===== src/source/replay_settings.svh =====
// Replay playback settings
// Widths, burst size, queue depths and settings bus register offsets
`ifndef REPLAY_SETTINGS_SVH
`define REPLAY_SETTINGS_SVH

// Stream and memory geometry
`define REPLAY_DATA_WIDTH    64
`define REPLAY_ADDR_WIDTH    32
`define REPLAY_WORD_BYTES    8
`define REPLAY_LINES_WIDTH   28

// DMA count field carries words minus one
`define REPLAY_COUNT_WIDTH   4
`define REPLAY_BURST_WORDS   16

// Queue depths as powers of two
`define REPLAY_OUT_FIFO_LOG2 5
`define REPLAY_CMD_FIFO_LOG2 2

// Settings bus offsets
`define REPLAY_SR_PLAY_BASE_ADDR   8'd132
`define REPLAY_SR_PLAY_BUFFER_SIZE 8'd133
`define REPLAY_SR_COMMAND          8'd152
`define REPLAY_SR_HALT             8'd155
`define REPLAY_SR_MAXLEN           8'd156

`endif

===== src/source/replay_pkg.sv =====
// Replay playback types
// Command word, settings write, DMA read request and stream beat
`default_nettype none
`include "replay_settings.svh"

package replay_pkg;

  // Playback command, send_imm in bit 31
  typedef struct packed {
    logic                            send_imm;
    logic                            chain;   // Run next command when done
    logic                            reload;  // Repeat if chained and queue empty
    logic                            stop;
    logic [`REPLAY_LINES_WIDTH-1:0]  num_lines;
  } play_cmd_t;

  // One settings bus write, single cycle
  typedef struct packed {
    logic        stb;
    logic [7:0]  addr;
    logic [31:0] data;
  } set_bus_t;

  // DMA read request, byte address and words minus one
  typedef struct packed {
    logic [`REPLAY_ADDR_WIDTH-1:0]  addr;
    logic [`REPLAY_COUNT_WIDTH-1:0] count;
  } dma_req_t;

  // Output stream word with packet end flag
  typedef struct packed {
    logic [`REPLAY_DATA_WIDTH-1:0] data;
    logic                          last;
  } beat_t;

endpackage

`default_nettype wire


===== src/source/replay_play.sv =====
// Replay playback top
// Settings bus, command queue, playback engine, TLAST and output FIFO
`timescale 1ns/1ps
`default_nettype none
`include "replay_settings.svh"

module replay_play import replay_pkg::*; (
  input  wire                             clk,
  input  wire                             rst,
  input  wire  set_bus_t                  i_set,
  input  wire  [7:0]                      i_rb_addr,
  output logic [31:0]                     o_rb_data,
  output dma_req_t                        o_read_req,
  output logic                            o_read_ctrl_valid,
  input  wire                             i_read_ctrl_ready,
  input  wire  [`REPLAY_DATA_WIDTH-1:0]   i_read_data,
  input  wire                             i_read_data_valid,
  output logic                            o_read_data_ready,
  output beat_t                           o_out,
  output logic                            o_out_valid,
  input  wire                             i_out_ready
);

  logic                             halt;
  logic                             halt_clear;
  logic [`REPLAY_ADDR_WIDTH-1:0]    base_addr;
  logic [`REPLAY_ADDR_WIDTH-1:0]    buffer_size;
  logic [`REPLAY_COUNT_WIDTH:0]     max_len;
  play_cmd_t                        reg_cmd;
  logic                             reg_cmd_valid;
  play_cmd_t                        q_cmd;
  logic                             q_cmd_valid;
  logic                             q_cmd_ready;
  logic [`REPLAY_OUT_FIFO_LOG2:0]   fifo_space;
  beat_t                            read_beat;

  replay_regs regs_i (
    .clk, .rst, .i_set, .i_rb_addr, .o_rb_data,
    .i_halt_clear (halt_clear), .o_halt (halt),
    .o_base_addr (base_addr), .o_buffer_size (buffer_size), .o_max_len (max_len),
    .o_cmd (reg_cmd), .o_cmd_valid (reg_cmd_valid)
  );

  // Halt acknowledge also flushes queued commands
  replay_cmd_fifo cmd_fifo_i (
    .clk, .rst, .i_clear (halt_clear),
    .i_cmd (reg_cmd), .i_cmd_valid (reg_cmd_valid),
    .o_cmd (q_cmd), .o_cmd_valid (q_cmd_valid), .i_cmd_ready (q_cmd_ready)
  );

  replay_play_fsm play_fsm_i (
    .clk, .rst, .i_base_addr (base_addr), .i_buffer_size (buffer_size),
    .i_cmd (q_cmd), .i_cmd_valid (q_cmd_valid), .o_cmd_ready (q_cmd_ready),
    .i_halt (halt), .o_halt_clear (halt_clear), .i_fifo_space (fifo_space),
    .o_read_req, .o_read_ctrl_valid, .i_read_ctrl_ready
  );

  replay_tlast_gen tlast_gen_i (
    .clk, .rst, .i_read_req (o_read_req), .i_read_ctrl_valid (o_read_ctrl_valid),
    .i_read_ctrl_ready, .i_max_len (max_len), .i_read_data, .i_read_data_valid,
    .i_read_data_ready (o_read_data_ready), .o_beat (read_beat)
  );

  // FIFO ready doubles as DMA data ready
  replay_out_fifo out_fifo_i (
    .clk, .rst, .i_beat (read_beat), .i_valid (i_read_data_valid),
    .o_ready (o_read_data_ready), .o_beat (o_out), .o_valid (o_out_valid),
    .i_ready (i_out_ready), .o_space (fifo_space)
  );

endmodule

`default_nettype wire


===== src/source/replay_out_fifo.sv =====
// Replay output FIFO
// Buffers stream beats read from memory and reports free entries
`timescale 1ns/1ps
`default_nettype none
`include "replay_settings.svh"

module replay_out_fifo import replay_pkg::*; (
  input  wire                              clk,
  input  wire                              rst,
  input  wire  beat_t                      i_beat,
  input  wire                              i_valid,
  output logic                             o_ready,
  output beat_t                            o_beat,
  output logic                             o_valid,
  input  wire                              i_ready,
  output logic [`REPLAY_OUT_FIFO_LOG2:0]   o_space
);

  localparam int LOG2 = `REPLAY_OUT_FIFO_LOG2;

  beat_t           mem [2**LOG2];
  logic [LOG2-1:0] wr_ptr;
  logic [LOG2-1:0] rd_ptr;
  logic [LOG2:0]   count;
  logic            push;
  logic            pop;

  // Full when the top count bit is set
  assign o_ready = !count[LOG2];
  assign o_valid = (count != '0);
  assign o_beat  = mem[rd_ptr];
  assign o_space = (LOG2+1)'(2**LOG2) - count;
  assign push    = i_valid && o_ready;
  assign pop     = o_valid && i_ready;

  always_ff @(posedge clk) begin
    if (rst) begin
      wr_ptr <= '0;
      rd_ptr <= '0;
      count  <= '0;
    end else begin
      if (push) wr_ptr <= wr_ptr + 1'b1;
      if (pop)  rd_ptr <= rd_ptr + 1'b1;
      case ({push, pop})
        2'b10:   count <= count + 1'b1;
        2'b01:   count <= count - 1'b1;
        default: ;
      endcase
    end
  end

  always_ff @(posedge clk) begin
    if (push) begin
      mem[wr_ptr] <= i_beat;
    end
  end

endmodule

`default_nettype wire


===== src/source/replay_tlast_gen.sv =====
// Replay packet boundary generator
// Flags the last word of each DMA burst and of each max length packet
`timescale 1ns/1ps
`default_nettype none
`include "replay_settings.svh"

module replay_tlast_gen import replay_pkg::*; (
  input  wire                             clk,
  input  wire                             rst,
  input  wire  dma_req_t                  i_read_req,
  input  wire                             i_read_ctrl_valid,
  input  wire                             i_read_ctrl_ready,
  input  wire  [`REPLAY_COUNT_WIDTH:0]    i_max_len,
  input  wire  [`REPLAY_DATA_WIDTH-1:0]   i_read_data,
  input  wire                             i_read_data_valid,
  input  wire                             i_read_data_ready,
  output beat_t                           o_beat
);

  localparam int CW = `REPLAY_COUNT_WIDTH;

  logic [CW-1:0] burst_left;   // Words after the current one in this burst
  logic [CW:0]   pkt_count;    // Words already sent in this packet
  logic [CW:0]   pkt_next;
  logic          last;
  logic          accept;

  assign accept   = i_read_data_valid && i_read_data_ready;
  assign pkt_next = pkt_count + 1'b1;

  // Burst end or packet reaching max length
  assign last   = (burst_left == '0) || (pkt_next == i_max_len);
  assign o_beat = '{data: i_read_data, last: last};

  // Memory side holds ctrl ready low until the whole burst is in,
  // so a new request never overlaps the words of the previous one
  always_ff @(posedge clk) begin
    if (rst) begin
      burst_left <= '0;
      pkt_count  <= '0;
    end else if (i_read_ctrl_valid && i_read_ctrl_ready) begin
      burst_left <= i_read_req.count;
      pkt_count  <= '0;
    end else if (accept) begin
      burst_left <= burst_left - 1'b1;
      pkt_count  <= last ? '0 : pkt_next;
    end
  end

endmodule

`default_nettype wire


===== src/source/replay_play_fsm.sv =====
// Replay playback engine
// Turns queued commands into DMA read bursts with buffer wrap, chain and reload
`timescale 1ns/1ps
`default_nettype none
`include "replay_settings.svh"

module replay_play_fsm import replay_pkg::*; (
  input  wire                             clk,
  input  wire                             rst,
  input  wire  [`REPLAY_ADDR_WIDTH-1:0]   i_base_addr,
  input  wire  [`REPLAY_ADDR_WIDTH-1:0]   i_buffer_size,
  input  wire  play_cmd_t                 i_cmd,
  input  wire                             i_cmd_valid,
  output logic                            o_cmd_ready,
  input  wire                             i_halt,
  output logic                            o_halt_clear,
  input  wire  [`REPLAY_OUT_FIFO_LOG2:0]  i_fifo_space,
  output dma_req_t                        o_read_req,
  output logic                            o_read_ctrl_valid,
  input  wire                             i_read_ctrl_ready
);

  localparam int          AW         = `REPLAY_ADDR_WIDTH;
  localparam int          LW         = `REPLAY_LINES_WIDTH;
  localparam int          CW         = `REPLAY_COUNT_WIDTH;
  localparam int          WORD_SHIFT = $clog2(`REPLAY_WORD_BYTES);
  localparam logic [CW:0] BURST      = (CW+1)'(`REPLAY_BURST_WORDS);

  typedef enum logic [2:0] {
    S_IDLE, S_WAIT_SPACE, S_SIZE_CALC, S_REQ, S_WAIT_START, S_WAIT_COMMIT, S_DONE_CHECK
  } state_t;

  state_t        state;
  // Buffer geometry frozen when a command starts
  logic [AW-1:0] base_addr;
  logic [AW-1:0] buffer_end;
  logic [AW-1:0] size_words;
  // Walking position and what is left before the wrap
  logic [AW-1:0] play_addr;
  logic [AW-1:0] next_addr;
  logic [AW-1:0] words_avail;
  // Active command
  logic [LW-1:0] words_left;
  logic [LW-1:0] cmd_lines;
  logic          cmd_chain;
  logic          cmd_reload;
  // Burst sizing pipeline
  logic [CW:0]   max_dma;
  logic [CW:0]   req_words;
  logic [CW:0]   req_words_m1;
  logic          cmd_playable;
  logic          chain_next;

  // Stop, zero length and non immediate commands are dequeued and dropped
  assign cmd_playable = i_cmd.send_imm && !i_cmd.stop && (i_cmd.num_lines != '0);
  assign req_words_m1 = req_words - 1'b1;

  // Halt is taken only between bursts
  assign o_halt_clear = i_halt &&
    (state == S_IDLE || state == S_WAIT_SPACE || state == S_DONE_CHECK);
  assign chain_next   = (state == S_DONE_CHECK) && (words_left == '0) && cmd_chain;
  assign o_cmd_ready  = i_cmd_valid && !o_halt_clear && (state == S_IDLE || chain_next);

  //------------------------------------------------------------
  // State and request valid
  //------------------------------------------------------------
  always_ff @(posedge clk) begin
    if (rst) begin
      state             <= S_IDLE;
      o_read_ctrl_valid <= 1'b0;
    end else begin
      o_read_ctrl_valid <= 1'b0;
      case (state)
        S_IDLE: begin
          // Empty buffer means nothing to play
          if (o_cmd_ready && cmd_playable && (i_buffer_size[AW-1:WORD_SHIFT] != '0)) begin
            state <= S_WAIT_SPACE;
          end
        end
        S_WAIT_SPACE: begin
          // Room for a full burst before asking
          if (o_halt_clear) begin
            state <= S_IDLE;
          end else if (i_fifo_space >= `REPLAY_BURST_WORDS) begin
            state <= S_SIZE_CALC;
          end
        end
        S_SIZE_CALC: state <= S_REQ;
        S_REQ: begin
          if (i_read_ctrl_ready) begin
            o_read_ctrl_valid <= 1'b1;
            state             <= S_WAIT_START;
          end
        end
        // Ready low means the transfer started
        S_WAIT_START:  if (!i_read_ctrl_ready) state <= S_WAIT_COMMIT;
        // Ready back high after the last word
        S_WAIT_COMMIT: if (i_read_ctrl_ready) state <= S_DONE_CHECK;
        S_DONE_CHECK: begin
          if (o_halt_clear) begin
            state <= S_IDLE;
          end else if (words_left != '0) begin
            state <= S_WAIT_SPACE;
          end else if (o_cmd_ready) begin
            state <= cmd_playable ? S_WAIT_SPACE : S_IDLE;
          end else if (cmd_chain && cmd_reload) begin
            state <= S_WAIT_SPACE;
          end else if (!cmd_chain) begin
            state <= S_IDLE;
          end
          // Chained with empty queue, wait here for the next command
        end
        default: state <= S_IDLE;
      endcase
    end
  end

  //------------------------------------------------------------
  // Address, counts and request payload
  //------------------------------------------------------------
  always_ff @(posedge clk) begin
    case (state)
      S_IDLE: begin
        base_addr   <= i_base_addr;
        buffer_end  <= i_base_addr + i_buffer_size;
        size_words  <= i_buffer_size >> WORD_SHIFT;
        words_avail <= i_buffer_size >> WORD_SHIFT;
        play_addr   <= i_base_addr;
        words_left  <= i_cmd.num_lines;
        cmd_lines   <= i_cmd.num_lines;
        cmd_chain   <= i_cmd.chain;
        cmd_reload  <= i_cmd.reload;
      end
      S_WAIT_SPACE: max_dma <= (words_avail >= AW'(BURST)) ? BURST : words_avail[CW:0];
      S_SIZE_CALC:  req_words <= (words_left >= LW'(max_dma)) ? max_dma : words_left[CW:0];
      S_REQ: begin
        o_read_req.addr  <= play_addr;
        o_read_req.count <= req_words_m1[CW-1:0];
      end
      S_WAIT_START: begin
        if (!i_read_ctrl_ready) begin
          next_addr   <= play_addr + (AW'(req_words) << WORD_SHIFT);
          words_left  <= words_left - LW'(req_words);
          words_avail <= words_avail - AW'(req_words);
        end
      end
      S_WAIT_COMMIT: begin
        // Wrap to the base at the buffer end
        if (i_read_ctrl_ready) begin
          if (next_addr >= buffer_end) begin
            play_addr   <= base_addr;
            words_avail <= size_words;
          end else begin
            play_addr <= next_addr;
          end
        end
      end
      S_DONE_CHECK: begin
        if (words_left == '0) begin
          if (o_cmd_ready) begin
            // Chained command keeps the address
            words_left <= i_cmd.num_lines;
            cmd_lines  <= i_cmd.num_lines;
            cmd_chain  <= i_cmd.chain;
            cmd_reload <= i_cmd.reload;
          end else if (cmd_chain && cmd_reload) begin
            // Reload starts over at the buffer base
            words_left  <= cmd_lines;
            play_addr   <= base_addr;
            words_avail <= size_words;
          end
        end
      end
      default: ;
    endcase
  end

endmodule

`default_nettype wire


===== src/source/replay_cmd_fifo.sv =====
// Replay command queue
// Short register FIFO of playback commands, flushed on halt
`timescale 1ns/1ps
`default_nettype none
`include "replay_settings.svh"

module replay_cmd_fifo import replay_pkg::*; (
  input  wire             clk,
  input  wire             rst,
  input  wire             i_clear,
  input  wire  play_cmd_t i_cmd,
  input  wire             i_cmd_valid,
  output play_cmd_t       o_cmd,
  output logic            o_cmd_valid,
  input  wire             i_cmd_ready
);

  localparam int LOG2 = `REPLAY_CMD_FIFO_LOG2;

  play_cmd_t       mem [2**LOG2];
  logic [LOG2-1:0] wr_ptr;
  logic [LOG2-1:0] rd_ptr;
  logic [LOG2:0]   count;
  logic            push;
  logic            pop;

  // Top count bit set means full, writes then get dropped
  assign push        = i_cmd_valid && !count[LOG2];
  assign pop         = i_cmd_ready && o_cmd_valid;
  assign o_cmd_valid = (count != '0);
  assign o_cmd       = mem[rd_ptr];

  always_ff @(posedge clk) begin
    if (rst || i_clear) begin
      wr_ptr <= '0;
      rd_ptr <= '0;
      count  <= '0;
    end else begin
      if (push) wr_ptr <= wr_ptr + 1'b1;
      if (pop)  rd_ptr <= rd_ptr + 1'b1;
      case ({push, pop})
        2'b10:   count <= count + 1'b1;
        2'b01:   count <= count - 1'b1;
        default: ;
      endcase
    end
  end

  always_ff @(posedge clk) begin
    if (push) begin
      mem[wr_ptr] <= i_cmd;
    end
  end

endmodule

`default_nettype wire


===== src/source/replay_regs.sv =====
// Replay settings registers
// Base, size and max length registers, halt flag, command push and readback
`timescale 1ns/1ps
`default_nettype none
`include "replay_settings.svh"

module replay_regs import replay_pkg::*; (
  input  wire                             clk,
  input  wire                             rst,
  input  wire  set_bus_t                  i_set,
  input  wire  [7:0]                      i_rb_addr,
  output logic [31:0]                     o_rb_data,
  input  wire                             i_halt_clear,
  output logic                            o_halt,
  output logic [`REPLAY_ADDR_WIDTH-1:0]   o_base_addr,
  output logic [`REPLAY_ADDR_WIDTH-1:0]   o_buffer_size,
  output logic [`REPLAY_COUNT_WIDTH:0]    o_max_len,
  output play_cmd_t                       o_cmd,
  output logic                            o_cmd_valid
);

  logic cmd_wr;
  logic halt_wr;

  assign cmd_wr  = i_set.stb && (i_set.addr == `REPLAY_SR_COMMAND);
  assign halt_wr = i_set.stb && (i_set.addr == `REPLAY_SR_HALT);

  always_ff @(posedge clk) begin
    if (rst) begin
      o_base_addr   <= '0;
      o_buffer_size <= '0;
      o_max_len     <= (`REPLAY_COUNT_WIDTH+1)'(`REPLAY_BURST_WORDS);
      o_halt        <= 1'b0;
      o_cmd_valid   <= 1'b0;
    end else begin
      // One cycle push into the command queue
      o_cmd_valid <= cmd_wr;
      if (i_set.stb) begin
        case (i_set.addr)
          `REPLAY_SR_PLAY_BASE_ADDR:   o_base_addr   <= i_set.data[`REPLAY_ADDR_WIDTH-1:0];
          `REPLAY_SR_PLAY_BUFFER_SIZE: o_buffer_size <= i_set.data[`REPLAY_ADDR_WIDTH-1:0];
          `REPLAY_SR_MAXLEN:           o_max_len     <= i_set.data[`REPLAY_COUNT_WIDTH:0];
          default: ;
        endcase
      end
      // Halt holds until the engine acknowledges it, a new write wins
      if (halt_wr) begin
        o_halt <= 1'b1;
      end else if (i_halt_clear) begin
        o_halt <= 1'b0;
      end
    end
  end

  // Command word only matters alongside o_cmd_valid
  always_ff @(posedge clk) begin
    if (cmd_wr) begin
      o_cmd <= play_cmd_t'(i_set.data);
    end
  end

  // Readback, unknown offsets return zero
  always_comb begin
    case (i_rb_addr)
      `REPLAY_SR_PLAY_BASE_ADDR:   o_rb_data = 32'(o_base_addr);
      `REPLAY_SR_PLAY_BUFFER_SIZE: o_rb_data = 32'(o_buffer_size);
      `REPLAY_SR_MAXLEN:           o_rb_data = 32'(o_max_len);
      default:                     o_rb_data = 32'h0;
    endcase
  end

endmodule

`default_nettype wire


===== config.mk =====
export PLATFORM = sky130hd
export DESIGN_NAME = replay_play
export DESIGN_NICKNAME = d
export VERILOG_FILES = /design/src/source/replay_pkg.sv /design/src/source/replay_play.sv /design/src/source/replay_out_fifo.sv /design/src/source/replay_tlast_gen.sv /design/src/source/replay_play_fsm.sv /design/src/source/replay_cmd_fifo.sv /design/src/source/replay_regs.sv
export VERILOG_INCLUDE_DIRS = /design/src /design/src/source
export SDC_FILE = /design/constraint.sdc
export NUM_CORES = 2
export LEC_CHECK = 0
export BUFFER_PORTS_ARGS = -buffer_cell sky130_fd_sc_hd__clkbuf_2
export CAP_MARGIN = 20
export CORE_MARGIN = 2
export CORE_UTILIZATION = 50
export CTS_CLUSTER_SIZE = 28
export DETAILED_ROUTE_END_ITERATION = 16
export HOLD_SLACK_MARGIN = 0.05
export PLACE_DENSITY = 0.73
export REMOVE_ABC_BUFFERS = 1
export SETUP_SLACK_MARGIN = 0.1
export SLEW_MARGIN = 20
export SYNTH_ARGS = -nofsm -noshare
export SYNTH_HDL_FRONTEND = slang
export SYNTH_SLANG_ARGS = --single-unit

===== constraint.sdc =====
create_clock -name clk -period 9.75 [get_ports clk]
set_input_delay 1.4625 -clock clk [delete_from_list [all_inputs] [get_ports clk]]
set_output_delay 1.4625 -clock clk [all_outputs]
set_load 0.005 [all_outputs]

==> impl_metrics.yaml <==
detailed_routing:
  vias_per_cell: 6.36
  wirelength_um: 262000
  wl_per_cell_um: 30.9
  drt_pass1_iterations: 6
  antenna_left: 0
  route.detailed.drc: 0
  num_vias: 53913
  drt_iter0_drc: 7144
timing:
  finalClockSkew_ns: 0.0808
  fin_ws_ns: 3.76
  tightest_slew_ns: 1.18
  slew_headroom_pct: 20.9
  fmax_mhz: 167
  hold_violations: 0
  period_needed_ns: 5.99
  rsz0062_at_grt: "no"
  hold_ws_ns: 0.447
  finalMaxSlewViolations: 0
  setup_viol: 0
  final.period_utilization_pct: 61.4
final_layout:
  final-instance-count-excl-fill: 8482
  num-nets-final: 5719
  layout-drive-gt1-share_pct: 27.6
  layout_common_cells: "edfxtp_1, mux4_2, clkbuf_16"
  final_common_cell: "edfxtp_1"
  areaGrowthSynthToFinish_pct: 13.2
setup_path:
  cp-end-kind: "output port"
  cp.required_ns: 8.29
  arrival_ns: 4.53
  r2r-end: "play_fsm_i.words_left[24]$_DFFE_PP_"
  r2r_cells: 9
  regToRegSetupSlack_ns: 5.62
  timing.rr.start: "play_fsm_i.words_left[5]$_DFFE_PP_"
  startpoint_type: "flip-flop"
  crit_type: "flip-flop to output port"
  cp_max_fo: 77
placed_design:
  numPortBuffers: 253
  dp_hpwl_um: 135000
  place_inst: 7994
  place_congestion: 0.869
  post-place-ws_ns: 4.57
global_routing:
  gr-total-overflow: 0
  track_usage_pct: 24.4
  antenna_found_initial: 25
  grt_start_max_net_pins: 141
  grt_pass1_vias: 53072
  grt_pass1_wl_um: 373000
clock_network:
  ctsHoldBuffers: 0
  cts.sinks: 2647
  path_clk_slew_ns: 0.06
  clk_path_buf_depth: 4
  postCtsSetupBuffers: 0
  cts-root-buf: "clkbuf_16"
  clk_latency_ns: 0.95
  post_cts_resized: 0
  cts_made_buffers: 285
  tritoncts: "done"
  h-tree-depth: 5
worst_hold_path:
  holdCritPathClass: "flip-flop to flip-flop"
  hold_start: "regs_i.o_cmd[0]$_DFFE_PP_"
  hold_depth: 0
  hold_end: "cmd_fifo_i.mem[2][0]$_DFFE_PP_"
synthesis:
  ys_top_cells_by_area: "edfxtp_1, mux4_2, dfxtp_1"
  ys_warn_count: 0
  synthCells: 5081
  yosysSeqAreaShare_pct: 74.9
  synth_seq_cells: 2647
  syn_area_per_cell_um2: 20.6
  synth_cell_types: 73
  synthArstFlopShare_pct: 0
  synth_edf_count: 2533
  synth_largest_area_cell: "edfxtp_1"
  synthFlopType: "edfxtp_1"
  syn-cell-area_um2: 105000
  synth_top_area_share_pct: 72.7
floorplan:
  die_y_um: 461
  start_util_pct: 50.4
  pin_count: 254
  core_area_um2: 207000
  die_w_um: 461
  dieArea_um2: 213000
  rows: 167
power:
  p_leak_uw: 0.0380
  p_total_uw: 28100
  ir_worst_vdd_mv: 0.217
  power.density_nw_per_um2: 237
flow_run:
  max_cap_viol_count: 0
status:
  outcome: "finished, final reports clean"
==> sequential cells by signal (all words and copies together), names as in the netlist, 29 cells and up, named ones only <==
signal and flops:
regs_i.o_base_addr 32, regs_i.o_buffer_size 32, play_fsm_i.o_read_req 36, play_fsm_i.next_addr 32, play_fsm_i.base_addr 32, play_fsm_i.play_addr 32, out_fifo_i.mem 2080, play_fsm_i.size_words 29
play_fsm_i.buffer_end 32, play_fsm_i.words_avail 32, cmd_fifo_i.mem 128, regs_i.o_cmd 32
==> logic make-up (layout without fill, tap and decap cells) <==
kind of cell               after synthesis  count (layout)  synth area share, %
muxes                                  756             756                 15.5
buffers and inverters                  344             951                 1.24
DFF                                   2647            2647                 74.9
AOI/OAI and AO/OA                      438             438                 2.88
and+or+nand+nor                        653             653                 3.07
adders and majority gates              107             107                 1.32
other                                    0               6                    0
xor gates and xnor gates               136             136                 1.14
==> final cells by class <==
type,instances,area [um2]
fillers,14801,89100
flip-flops and latches,2647,78400
multi-input cells,2090,25300
clock buffers,348,7610
well taps,2788,3490
repair buffers,366,2210
clock inverters,133,1070
inverters,104,392
diodes,6,15.0
==> layer usage <==
| metal | vias up | global-route usage [%] | wire length, um |
|---|---|---|---|
| li1 | 21830 | - | - |
| met1 | 28252 | 33.2 | 98300 |
| met2 | 3259 | 39.5 | 128000 |
| met3 | 544 | 4.97 | 26300 |
| met4 | 28 | 8.28 | 8950 |
| met5 | - | 0 | 163 |
==> how the worst max path moves through the flow <==
stage | start | end | slack (ns) | depth (start not counted)
floorplan | flip-flop | o_out[0] | -14.39 | 3
global placement | flip-flop | o_out[1] | 4.57 | 6
detailed placement | flip-flop | o_out[1] | 4.57 | 6
CTS | flip-flop | o_out[1] | 3.59 | 6
global route | flip-flop | o_out[44] | 3.44 | 6
finish | flip-flop | o_out[44] | 3.76 | 6
==> cell usage after synthesis (27+ instances only) <==
cell type and instances:
a21o_1 35, a21oi_1 128, a221o_1 43, a22o_1 47
and2_1 44, buf_1 58, clkbuf_1 179, dfxtp_1 114
edfxtp_1 2533, ha_1 101, inv_1 102, mux2_2 70
mux4_2 680, nand2_1 245, nand3_1 27, nor2_1 132
nor3_1 34, o21ai_0 81, xnor2_1 64, xor2_1 72
==> power breakdown <==
group          switching [uW]  total, uW  internal [uW]
Combinational            2480       4500           2020
Sequential                281      13400          13100
Clock                    4240      10200           5940
==> worst max-delay path, cell delays in order (launching register included) <==
cell,delay (ns)
dfxtp_4,0.54
buf_12,0.53
buf_4,0.85
mux4_2,0.61
mux4_2,0.46
mux2_2,0.33
clkbuf_2,0.12
==> per-stage QoR <==
step / TNS [ns] / cell area, um2 / utilization, %
final: 0 / 118000 / 57.1
after global routing: 0 / 118000 / 57.1
after CTS: 0 / 118000 / 57.0
after detailed placement: 0 / 110000 / 52.9
after global placement: 0 / 110000 / 52.9
after floorplan: -935.64 / 104000 / -
No activity file was read; power rests on OpenSTA's default activity.
